`src/calc_pkg.sv`:
```
`default_nettype none

package calc_pkg;

  ////////////////////////////////////////
  // basic widths

  typedef logic [7:0] byte_t;              // scan code or data byte
  typedef logic [9:0] mag_t;               // unsigned magnitude 0..999
  typedef logic [3:0] bcd_t;               // one decimal digit

  localparam mag_t MAX_VALUE = 10'd999;    // saturation limit

  ////////////////////////////////////////
  // structs

  typedef struct packed {
    logic  ext;                            // key came after an E0 prefix
    byte_t code;
  } key_event_t;

  typedef struct packed {
    logic neg;                             // show minus on the sign position
    bcd_t hundreds;
    bcd_t tens;
    bcd_t ones;
  } disp_value_t;

  ////////////////////////////////////////
  // enums

  typedef enum logic [1:0] {OP_NONE, OP_ADD, OP_SUB, OP_MUL} key_op_t;

  typedef enum logic [1:0] {RX_IDLE, RX_FALL, RX_LOW, RX_HIGH} rx_state_t;

  typedef enum logic [1:0] {DEC_MAKE, DEC_BREAK, DEC_EXTEND} dec_state_t;

  typedef enum logic {CALC_IDLE, CALC_CONVERT} calc_state_t;

  ////////////////////////////////////////
  // scan codes (set 2)

  localparam byte_t SCAN_BREAK     = 8'hF0;
  localparam byte_t SCAN_EXTEND    = 8'hE0;

  localparam byte_t SCAN_KEY_A     = 8'h1C; // add
  localparam byte_t SCAN_KEY_S     = 8'h1B; // subtract
  localparam byte_t SCAN_KEY_X     = 8'h22; // multiply
  localparam byte_t SCAN_KEY_C     = 8'h21; // clear
  localparam byte_t SCAN_KEY_ENTER = 8'h5A; // evaluate

  // index is the digit value
  localparam byte_t SCAN_MAIN_DIGITS [10] = '{
    8'h45, 8'h16, 8'h1E, 8'h26, 8'h25, 8'h2E, 8'h36, 8'h3D, 8'h3E, 8'h46
  };
  localparam byte_t SCAN_PAD_DIGITS [10] = '{
    8'h70, 8'h69, 8'h72, 8'h7A, 8'h6B, 8'h73, 8'h74, 8'h6C, 8'h75, 8'h7D
  };

endpackage

`default_nettype wire

```
`src/calc_core.sv`:
```
`timescale 1ns/100ps
`default_nettype none

module calc_core (
  input  logic                  clk,
  input  logic                  rst,
  input  calc_pkg::key_event_t  key,
  input  logic                  not_empty,
  output logic                  pop,
  output calc_pkg::disp_value_t value
);

  calc_pkg::calc_state_t state;
  calc_pkg::key_op_t     op;
  calc_pkg::key_op_t     key_op;
  calc_pkg::mag_t        entry_mag;
  calc_pkg::mag_t        left_mag;
  calc_pkg::mag_t        res_mag;

  logic               entry_neg;
  logic               left_neg;
  logic               res_neg;
  logic               fresh;              // next digit starts a new entry
  logic [4:0]         dig;                // {valid, value}
  logic [13:0]        append;
  logic signed [11:0] lhs;
  logic signed [11:0] rhs;
  logic signed [11:0] sum;
  logic [11:0]        sum_abs;
  logic [19:0]        prod;
  logic [3:0]         conv_cnt;
  logic [11:0]        conv_bcd;
  logic [11:0]        bcd_next;

  function automatic logic [4:0] digit_of(input calc_pkg::byte_t code);
    logic [4:0] res;
    res = '0;
    for (int i = 0; i < 10; i++) begin
      if (code == calc_pkg::SCAN_MAIN_DIGITS[i] || code == calc_pkg::SCAN_PAD_DIGITS[i])
        res = {1'b1, 4'(i)};
    end
    return res;
  endfunction

  function automatic calc_pkg::bcd_t add3(input calc_pkg::bcd_t d);
    return (d >= 4'd5) ? d + 4'd3 : d;
  endfunction

  ////////////////////////////////////////
  // key decode and arithmetic

  assign pop    = (state == calc_pkg::CALC_IDLE) && not_empty; // head used in the same cycle
  assign dig    = digit_of(key.code);
  assign append = entry_mag * 4'd10 + dig[3:0];

  always_comb begin
    case (key.code)
      calc_pkg::SCAN_KEY_A: key_op = calc_pkg::OP_ADD;
      calc_pkg::SCAN_KEY_S: key_op = calc_pkg::OP_SUB;
      calc_pkg::SCAN_KEY_X: key_op = calc_pkg::OP_MUL;
      default:              key_op = calc_pkg::OP_NONE;
    endcase
  end

  // sign-magnitude operands turned signed for add and subtract
  always_comb begin
    lhs = {2'b00, left_mag};
    rhs = {2'b00, entry_mag};
    if (left_neg)  lhs = -lhs;
    if (entry_neg) rhs = -rhs;
    sum     = (op == calc_pkg::OP_SUB) ? lhs - rhs : lhs + rhs;
    sum_abs = sum[11] ? -sum : sum;
    prod    = left_mag * entry_mag;
    if (op == calc_pkg::OP_MUL) begin
      res_neg = (left_neg ^ entry_neg) && (prod != '0); // zero stays positive
      res_mag = (prod > calc_pkg::MAX_VALUE) ? calc_pkg::MAX_VALUE : prod[9:0];
    end else begin
      res_neg = sum[11];
      res_mag = (sum_abs > calc_pkg::MAX_VALUE) ? calc_pkg::MAX_VALUE : sum_abs[9:0];
    end
  end

  ////////////////////////////////////////
  // control FSM

  always_ff @(posedge clk or posedge rst) begin
    if (rst) begin
      state     <= calc_pkg::CALC_IDLE;
      op        <= calc_pkg::OP_NONE;
      entry_neg <= 1'b0;
      entry_mag <= '0;
      left_neg  <= 1'b0;
      left_mag  <= '0;
      fresh     <= 1'b0;
      conv_cnt  <= '0;
      value     <= '0;
    end else begin
      case (state)
        calc_pkg::CALC_IDLE: begin
          conv_cnt <= '0;
          if (pop && !key.ext) begin         // extended keys are ignored
            if (dig[4]) begin
              if (fresh) begin
                entry_neg <= 1'b0;
                entry_mag <= {6'd0, dig[3:0]};
                fresh     <= 1'b0;
              end else if (append <= calc_pkg::MAX_VALUE) begin
                entry_mag <= append[9:0];
              end
              state <= calc_pkg::CALC_CONVERT;
            end else if (key_op != calc_pkg::OP_NONE) begin
              left_neg <= entry_neg;
              left_mag <= entry_mag;
              op       <= key_op;
              fresh    <= 1'b1;
            end else if (key.code == calc_pkg::SCAN_KEY_C) begin
              op        <= calc_pkg::OP_NONE;
              entry_neg <= 1'b0;
              entry_mag <= '0;
              left_neg  <= 1'b0;
              left_mag  <= '0;
              fresh     <= 1'b0;
              value     <= '0;
            end else if (key.code == calc_pkg::SCAN_KEY_ENTER) begin
              if (op != calc_pkg::OP_NONE) begin
                entry_neg <= res_neg;
                entry_mag <= res_mag;
                op        <= calc_pkg::OP_NONE;
                fresh     <= 1'b1;
              end
              state <= calc_pkg::CALC_CONVERT;
            end
          end
        end
        calc_pkg::CALC_CONVERT: begin
          conv_cnt <= conv_cnt + 1'b1;
          if (conv_cnt == 4'd9) begin        // last of ten shifts
            state <= calc_pkg::CALC_IDLE;
            value <= {entry_neg, bcd_next};
          end
        end
        default: state <= calc_pkg::CALC_IDLE;
      endcase
    end
  end

  ////////////////////////////////////////
  // shift-and-add-three, msb of entry_mag first

  assign bcd_next = {add3(conv_bcd[11:8]), add3(conv_bcd[7:4]), add3(conv_bcd[3:0])} << 1
                  | {11'd0, entry_mag[4'd9 - conv_cnt]};

  always_ff @(posedge clk) begin
    if (state == calc_pkg::CALC_IDLE) conv_bcd <= '0;
    else                              conv_bcd <= bcd_next;
  end

  a_convert_len: assert property (@(posedge clk) disable iff (rst)
    $rose(state == calc_pkg::CALC_CONVERT) |-> ##[1:10] (state == calc_pkg::CALC_IDLE));

endmodule

`default_nettype wire

```
`src/key_fifo.sv`:
```
`timescale 1ns/100ps
`default_nettype none

module key_fifo #(
  parameter int FIFO_DEPTH = 4
) (
  input  logic                 clk,
  input  logic                 rst,
  input  calc_pkg::key_event_t wr_key,
  input  logic                 push,
  output calc_pkg::key_event_t rd_key,
  output logic                 not_empty,
  input  logic                 pop
);

  localparam int PTR_W = (FIFO_DEPTH > 1) ? $clog2(FIFO_DEPTH) : 1;
  localparam int CNT_W = $clog2(FIFO_DEPTH + 1);

  calc_pkg::key_event_t mem [FIFO_DEPTH];

  logic [PTR_W-1:0] wr_ptr;
  logic [PTR_W-1:0] rd_ptr;
  logic [CNT_W-1:0] count;
  logic             wr_en;

  function automatic logic [PTR_W-1:0] ptr_inc(input logic [PTR_W-1:0] ptr);
    if (ptr == PTR_W'(FIFO_DEPTH - 1)) return '0;
    return ptr + 1'b1;
  endfunction

  assign wr_en     = push && (count != CNT_W'(FIFO_DEPTH)); // newest event lost when full
  assign not_empty = (count != '0);
  assign rd_key    = mem[rd_ptr];

  always_ff @(posedge clk) begin
    if (wr_en) mem[wr_ptr] <= wr_key;
  end

  always_ff @(posedge clk or posedge rst) begin
    if (rst) begin
      wr_ptr <= '0;
      rd_ptr <= '0;
      count  <= '0;
    end else begin
      if (wr_en) wr_ptr <= ptr_inc(wr_ptr);
      if (pop)   rd_ptr <= ptr_inc(rd_ptr);
      case ({wr_en, pop})
        2'b10:   count <= count + 1'b1;
        2'b01:   count <= count - 1'b1;
        default: count <= count;
      endcase
    end
  end

  a_no_pop_empty: assert property (@(posedge clk) disable iff (rst) pop |-> not_empty);

endmodule

`default_nettype wire

```
`src/ps2_calc_top.sv`:
```
`timescale 1ns/100ps
`default_nettype none

module ps2_calc_top #(
  parameter int DEBOUNCE_CYCLES = 15,
  parameter int FIFO_DEPTH      = 4,
  parameter int SCAN_DIV_BITS   = 16
) (
  input  logic       clk,
  input  logic       rst,
  input  logic       ps2_clk,
  input  logic       ps2_data,
  output logic [6:0] seg,
  output logic [3:0] digit
);

  calc_pkg::byte_t       rx_byte;
  calc_pkg::key_event_t  dec_key;
  calc_pkg::key_event_t  head_key;
  calc_pkg::disp_value_t value;

  logic rx_valid;
  logic push;
  logic not_empty;
  logic pop;

  ////////////////////////////////////////
  // producer: receiver and decoder

  ps2_rx #(
    .DEBOUNCE_CYCLES(DEBOUNCE_CYCLES)
  ) i_rx (
    .clk      (clk),
    .rst      (rst),
    .ps2_clk  (ps2_clk),
    .ps2_data (ps2_data),
    .rx_byte  (rx_byte),
    .rx_valid (rx_valid)
  );

  scan_decoder i_decoder (
    .clk      (clk),
    .rst      (rst),
    .rx_byte  (rx_byte),
    .rx_valid (rx_valid),
    .key      (dec_key),
    .push     (push)
  );

  ////////////////////////////////////////
  // buffer and consumer

  key_fifo #(
    .FIFO_DEPTH(FIFO_DEPTH)
  ) i_fifo (
    .clk       (clk),
    .rst       (rst),
    .wr_key    (dec_key),
    .push      (push),
    .rd_key    (head_key),
    .not_empty (not_empty),
    .pop       (pop)
  );

  calc_core i_core (
    .clk       (clk),
    .rst       (rst),
    .key       (head_key),
    .not_empty (not_empty),
    .pop       (pop),
    .value     (value)
  );

  seg_scan #(
    .SCAN_DIV_BITS(SCAN_DIV_BITS)
  ) i_seg (
    .clk   (clk),
    .rst   (rst),
    .value (value),
    .seg   (seg),
    .digit (digit)
  );

endmodule

`default_nettype wire

```
`src/ps2_rx.sv`:
```
`timescale 1ns/100ps
`default_nettype none

module ps2_rx #(
  parameter int DEBOUNCE_CYCLES = 15
) (
  input  logic            clk,
  input  logic            rst,
  input  logic            ps2_clk,
  input  logic            ps2_data,
  output calc_pkg::byte_t rx_byte,
  output logic            rx_valid
);

  localparam int CNT_W      = $clog2(DEBOUNCE_CYCLES + 1);
  localparam int FRAME_BITS = 11;

  calc_pkg::rx_state_t state;

  logic [1:0]  line_raw;
  logic [1:0]  line_stable;
  logic        clk_s;
  logic        data_s;
  logic [10:0] frame;
  logic [3:0]  bit_cnt;
  logic        frame_done;
  logic        parity_ok;

  ////////////////////////////////////////
  // line debouncers

  assign line_raw = {ps2_data, ps2_clk};

  for (genvar i = 0; i < 2; i++) begin : g_debounce
    logic             seen;
    logic             stable;
    logic [CNT_W-1:0] cnt;

    always_ff @(posedge clk or posedge rst) begin
      if (rst) begin
        seen   <= 1'b1;                      // idle bus is high
        stable <= 1'b1;
        cnt    <= '0;
      end else if (line_raw[i] != seen) begin
        seen <= line_raw[i];                 // restart the stable count
        cnt  <= '0;
      end else if (cnt == CNT_W'(DEBOUNCE_CYCLES)) begin
        stable <= seen;
      end else begin
        cnt <= cnt + 1'b1;
      end
    end

    assign line_stable[i] = stable;
  end

  assign clk_s  = line_stable[0];
  assign data_s = line_stable[1];

  ////////////////////////////////////////
  // frame FSM

  assign frame_done = (state == calc_pkg::RX_LOW) && clk_s && (bit_cnt == 4'(FRAME_BITS));
  assign parity_ok  = ^frame[9:1];           // odd over data and parity

  always_ff @(posedge clk or posedge rst) begin
    if (rst) begin
      state    <= calc_pkg::RX_IDLE;
      bit_cnt  <= '0;
      rx_valid <= 1'b0;
    end else begin
      rx_valid <= 1'b0;
      case (state)
        calc_pkg::RX_IDLE: begin
          bit_cnt <= '0;
          if (!clk_s) state <= calc_pkg::RX_FALL;
        end
        calc_pkg::RX_FALL: begin
          bit_cnt <= bit_cnt + 1'b1;         // data sampled on this cycle
          state   <= calc_pkg::RX_LOW;
        end
        calc_pkg::RX_LOW: begin
          if (frame_done) begin
            state    <= calc_pkg::RX_IDLE;
            rx_valid <= parity_ok;           // bad frames are dropped silently
          end else if (clk_s) begin
            state <= calc_pkg::RX_HIGH;
          end
        end
        calc_pkg::RX_HIGH: begin
          if (!clk_s) state <= calc_pkg::RX_FALL;
        end
        default: state <= calc_pkg::RX_IDLE;
      endcase
    end
  end

  // lsb first, start bit ends up in frame[0]
  always_ff @(posedge clk) begin
    if (state == calc_pkg::RX_FALL) frame <= {data_s, frame[10:1]};
  end

  always_ff @(posedge clk) begin
    if (frame_done) rx_byte <= frame[8:1];
  end

  a_bit_cnt_range: assert property (@(posedge clk) disable iff (rst)
    bit_cnt <= 4'(FRAME_BITS));

endmodule

`default_nettype wire

```
`src/scan_decoder.sv`:
```
`timescale 1ns/100ps
`default_nettype none

module scan_decoder (
  input  logic                 clk,
  input  logic                 rst,
  input  calc_pkg::byte_t      rx_byte,
  input  logic                 rx_valid,
  output calc_pkg::key_event_t key,
  output logic                 push
);

  calc_pkg::dec_state_t state;

  logic is_prefix;

  assign is_prefix = (rx_byte == calc_pkg::SCAN_BREAK) || (rx_byte == calc_pkg::SCAN_EXTEND);

  always_ff @(posedge clk or posedge rst) begin
    if (rst) begin
      state <= calc_pkg::DEC_MAKE;
      push  <= 1'b0;
    end else begin
      // presses only, the byte after F0 is swallowed
      push <= rx_valid && !is_prefix && (state != calc_pkg::DEC_BREAK);
      if (rx_valid) begin
        if (rx_byte == calc_pkg::SCAN_BREAK) begin
          state <= calc_pkg::DEC_BREAK;      // also covers E0 F0
        end else if (state == calc_pkg::DEC_BREAK) begin
          state <= calc_pkg::DEC_MAKE;
        end else if (rx_byte == calc_pkg::SCAN_EXTEND) begin
          state <= calc_pkg::DEC_EXTEND;
        end else begin
          state <= calc_pkg::DEC_MAKE;
        end
      end
    end
  end

  // event payload, only meaningful together with push
  always_ff @(posedge clk) begin
    if (rx_valid) begin
      key.ext  <= (state == calc_pkg::DEC_EXTEND);
      key.code <= rx_byte;
    end
  end

endmodule

`default_nettype wire

```
`src/seg_scan.sv`:
```
`timescale 1ns/100ps
`default_nettype none

module seg_scan #(
  parameter int SCAN_DIV_BITS = 16
) (
  input  logic                  clk,
  input  logic                  rst,
  input  calc_pkg::disp_value_t value,
  output logic [6:0]            seg,
  output logic [3:0]            digit
);

  localparam logic [3:0] CODE_BLANK = 4'hE;
  localparam logic [3:0] CODE_MINUS = 4'hF;

  logic [SCAN_DIV_BITS-1:0] div_cnt;
  logic [1:0]               pos;        // 0 ones, 1 tens, 2 hundreds, 3 sign
  logic [3:0]               code;
  logic [6:0]               pattern;

  always_ff @(posedge clk or posedge rst) begin
    if (rst) begin
      div_cnt <= '0;
      pos     <= '0;
      seg     <= 7'b1111111;
      digit   <= 4'b1111;                 // all positions off in reset
    end else begin
      div_cnt <= div_cnt + 1'b1;
      if (div_cnt == '1) pos <= pos + 1'b1;
      seg     <= pattern;
      digit   <= ~(4'b0001 << pos);
    end
  end

  // leading zero blanking
  always_comb begin
    case (pos)
      2'd0:    code = value.ones;
      2'd1:    code = (value.hundreds == '0 && value.tens == '0) ? CODE_BLANK : value.tens;
      2'd2:    code = (value.hundreds == '0) ? CODE_BLANK : value.hundreds;
      default: code = value.neg ? CODE_MINUS : CODE_BLANK;
    endcase
  end

  always_comb begin
    case (code)
      4'd0:       pattern = 7'b1000000;
      4'd1:       pattern = 7'b1111001;
      4'd2:       pattern = 7'b0100100;
      4'd3:       pattern = 7'b0110000;
      4'd4:       pattern = 7'b0011001;
      4'd5:       pattern = 7'b0010010;
      4'd6:       pattern = 7'b0000010;
      4'd7:       pattern = 7'b1111000;
      4'd8:       pattern = 7'b0000000;
      4'd9:       pattern = 7'b0010000;
      CODE_MINUS: pattern = 7'b0111111; // middle bar only
      default:    pattern = 7'b1111111;
    endcase
  end

  a_one_digit: assert property (@(posedge clk) disable iff (rst)
    !$past(rst) |-> $onehot(~digit));

endmodule

`default_nettype wire

```
`config.mk`:
```
export PLATFORM = sky130hd
export DESIGN_NAME = ps2_calc_top
export DESIGN_NICKNAME = d
export VERILOG_FILES = /design/src/calc_pkg.sv /design/src/calc_core.sv /design/src/key_fifo.sv /design/src/ps2_calc_top.sv /design/src/ps2_rx.sv /design/src/scan_decoder.sv /design/src/seg_scan.sv
export SDC_FILE = /design/constraint.sdc
export NUM_CORES = 1
export LEC_CHECK = 0
export BUFFER_PORTS_ARGS = -buffer_cell sky130_fd_sc_hd__buf_2
export CAP_MARGIN = 10
export CORE_AREA = 10 10 166 168
export CTS_BUF_LIST = sky130_fd_sc_hd__clkbuf_16
export DETAILED_ROUTE_END_ITERATION = 6
export DIE_AREA = 0 0 176 178
export GPL_ROUTABILITY_DRIVEN = 0
export PLACE_DENSITY = 0.77
export SLEW_MARGIN = 20
export SYNTH_ARGS = -nofsm -noshare
export SYNTH_HDL_FRONTEND = slang
export SYNTH_SLANG_ARGS = --single-unit
export TNS_END_PERCENT = 1
```
`constraint.sdc`:
```
create_clock -name clk -period 6.1 [get_ports clk]
set_input_delay 0.61 -clock clk [delete_from_list [all_inputs] [get_ports clk]]
set_output_delay 0.61 -clock clk [all_outputs]
set_load 0.05 [all_outputs]
```
==> flow_metrics.py <==
metrics = {
    "sta": {
        "min_period_ns": 5.91,
        "period_share_pct": 96.8,
        "fin_setup_tns_ns": 0,
        "hold_viol": 0,
        "fin_hold_ws_ns": 0.209,
        "max-slew-margin-rel_pct": 39.4,
        "timing.final.setup_violations": 0,
        "grt_setup_unrepaired": "yes",
        "tightest_slew_ns": 0.909,
        "fin_skew_ns": 0.0100,
        "fmax_ghz": 0.169,
        "slew_violations": 0,
    },
    "cts": {
        "htreeDepth": 4,
        "clock_latency_ns": 0.44,
        "clock-sinks": 176,
        "post_cts_buffers": 0,
        "cts_buffers": 17,
        "path_clk_slew_ns": 0.07,
        "root_buffer": "clkbuf_16",
        "hold_buffers": 0,
        "cts-resized-gates": 0,
        "cts_tree": "built",
        "clock_path_buffers": 2,
    },
    "synth": {
        "synth.area.top_cells": "dfrtp_1, edfxtp_1, ha_1",
        "avgSynthCellArea_um2": 9.76,
        "ys_ff_latch": 176,
        "synth_top_area_share_pct": 15.3,
        "synth_top_cell_by_area": "dfrtp_1",
        "synth_fp_nets": 1630,
        "synth_area_um2": 14000,
        "synthArstFlopShare_pct": 57.4,
        "synth_seq_area_share_pct": 33.3,
        "syn-instance-count": 1438,
        "synthFlopType": "dfrtp_1",
        "yosys.cell_types.count": 87,
        "ys.warnings.count": 0,
        "synth_common_cells": "ha_1, nand2_1, inv_1, nor2_1, dfrtp_1",
        "synth_edf_count": 63,
    },
    "hold_path": {
        "hold_path_class": "in -> async",
    },
    "final_layout": {
        "num-fill-cells": 1943,
        "final_core_util_pct": 62.9,
        "fin_cells": 1788,
        "diodes": 0,
        "multi_input_area_um2": 8720,
        "postLayoutCellArea_um2": 15200,
        "drive_above_1_share_pct": 9.90,
        "regArea_um2": 4680,
        "fin_nets": 1643,
        "area_growth_pct": 8.06,
    },
    "detailed_routing": {
        "antenna_left": 0,
        "drt_first_pass_iters": 6,
        "finalWirelength_mm": 30.0,
        "via_per_inst": 5.83,
        "first_iter_violations": 877,
        "drcViolationCount": 0,
        "via_count": 10400,
        "post_drt_wl_per_cell_um": 16.8,
    },
    "power_and_ir_drop": {
        "sw_frac_of_total_pct": 48.2,
        "internal_power_mw": 3.58,
        "p_switching_mw": 3.33,
        "power_frac_clock_pct": 15.2,
        "combinationalPowerShare_pct": 63.0,
        "powerDensity_nw_per_um2": 455,
        "seqPwrFrac_pct": 21.8,
        "leakage_nw": 6.90,
        "ir_drop_v": 0.000489,
    },
    "placement": {
        "dp_cells": 1756,
        "post_dp_cell_area_um2": 14600,
        "numPortBuffers": 14,
        "post-dp-hpwl_mm": 22.7,
    },
    "floorplan": {
        "io_pins": 15,
        "core-area_um2": 24100,
        "start_util_pct": 58.2,
        "rows": 57,
        "die_h_um": 178,
        "die_w_um": 176,
        "dieArea_um2": 31300,
    },
    "critical_path": {
        "critical_path.max_fanout": 19,
        "endpoint_kind": "flop",
        "r2r_start": "i_core.entry_mag[9]",
        "r2r_cells": 18,
        "r2r_slack_ns": 0.19,
        "worstSetupPathType": "reg -> reg",
        "r2r_end": "i_core.entry_neg",
        "worstSetupStartpointType": "flop",
        "required_ns": 6.43,
        "cp_data_arrival_time_ns": 6.23,
    },
    "global_routing": {
        "antenna_found_initial": 0,
        "grt_pass1_wl_mm": 51.0,
        "grt_pass1_vias": 10600,
        "grt_overflow_total": 0,
        "grt_usage_pct": 19.7,
        "grt_max_degree": 61,
    },
    "run": {
        "maxCapViolCount": 0,
    },
    "run_status": {
        "outcome": "finished clean",
    },
}
## layout by cell type (no fill, tap or decap), drive strengths merged, types with 10 or more instances in the layout
cell type / n
xor2: 32
dfxtp: 12
o21ai: 82
nor2: 101
and3: 10
inv: 119
buf: 54
o21a: 12
a21o: 11
nand2b: 26
nor3: 32
clkbuf: 17
a31oi: 16
fa: 66
mux4: 11
o31a: 11
nand2: 122
dfstp: 15
nand3: 31
ha: 122
a21oi: 55
nor2b: 15
and2: 75
nor3b: 10
edfxtp: 63
a22o: 24
or3: 11
xnor2: 65
dfrtp: 86
mux2i: 15
## final cells by class
type / count / area share [%]
multi-input combinational: 1092 / 57.5
clock buffer: 17 / 2.81
clock inverter: 15 / 0.982
inverter: 110 / 2.74
timing repair buffer: 54 / 2.44
sequential: 176 / 30.8
tap: 324 / 2.67
## sequential cells by signal, summed over array words and instances, names as in the netlist, 7 cells and up
signal,flops
i_fifo.mem,36
i_core.entry_mag,10
i_rx.rx_byte,8
i_core.left_mag,10
i_rx.frame,10
i_core.value,13
i_core.conv_bcd,12
i_rx.g_debounce.cnt,8
i_seg.seg,7
i_decoder.key,9
i_seg.div_cnt,16
## metal layers
metal  global-route usage (%)  up-vias  wire length, µm
met3                     2.56       61             1180
met5                        0        -                0
met4                     6.61        0              676
li1                         -     5066                -
met1                     25.1     5036            13300
met2                     34.0      263            14900
## metrics by stage
| stage | worst slack [ns] | power (mW) |
|---|---|---|
| after floorplan | 0.0164 | 4.76 |
| after global placement | 0.211 | 5.68 |
| after detailed placement | 0.0960 | 5.78 |
| after CTS | 0.0716 | 6.86 |
| after global routing | -0.0362 | 7.44 |
| final | 0.194 | 6.91 |
## critical path: stages, from the launching register on
cell      delay, ns
dfrtp_1        0.39
buf_4          0.22
and2_1         0.18
fa_1           0.52
fa_1           0.52
fa_1           0.52
fa_1           0.49
ha_1           0.32
ha_1           0.37
o21ai_0        0.27
o21bai_2       0.14
nor3_1         0.20
o21a_1         0.13
mux2i_1        0.06
a2111o_1       0.38
or4_1          0.56
nor3_1         0.17
a31oi_1        0.10
mux2_2         0.27
## logic make-up after synthesis
family | synth area share, %
muxes | 3.58
and+or+nand+nor | 17.8
DFF | 33.3
AOI/OAI and AO/OA | 13.8
buffers and inverters | 4.77
xor gates and xnor gates | 6.39
adders and majority gates | 20.3
## how the worst max path moves through the flow
stage                   startpoint             endpoint  slack (ns)  cells after the start
3_3_place_gp   i_core.entry_mag[9]  i_core.entry_mag[9]        0.21                     19
4_1_cts         i_core.left_mag[2]  i_core.entry_mag[9]        0.07                     19
5_1_grt        i_core.entry_mag[9]     i_core.entry_neg       -0.04                     18
2_1_floorplan  i_core.entry_mag[6]     i_core.entry_neg        0.02                     21
6_report       i_core.entry_mag[9]     i_core.entry_neg        0.19                     18
3_5_place_dp   i_core.entry_mag[9]  i_core.entry_mag[9]         0.1                     19
## power groups by stage
stage               combinational (mW)  clock (mW)  sequential [mW]
floorplan                         3.26           0             1.49
global placement                  4.16           0             1.52
CTS                               4.28        1.07             1.50
detailed placement                4.25           0             1.53
global route                      4.79        1.11             1.53
finish                            4.35        1.05             1.50
(Power assumes the default switching activity.)
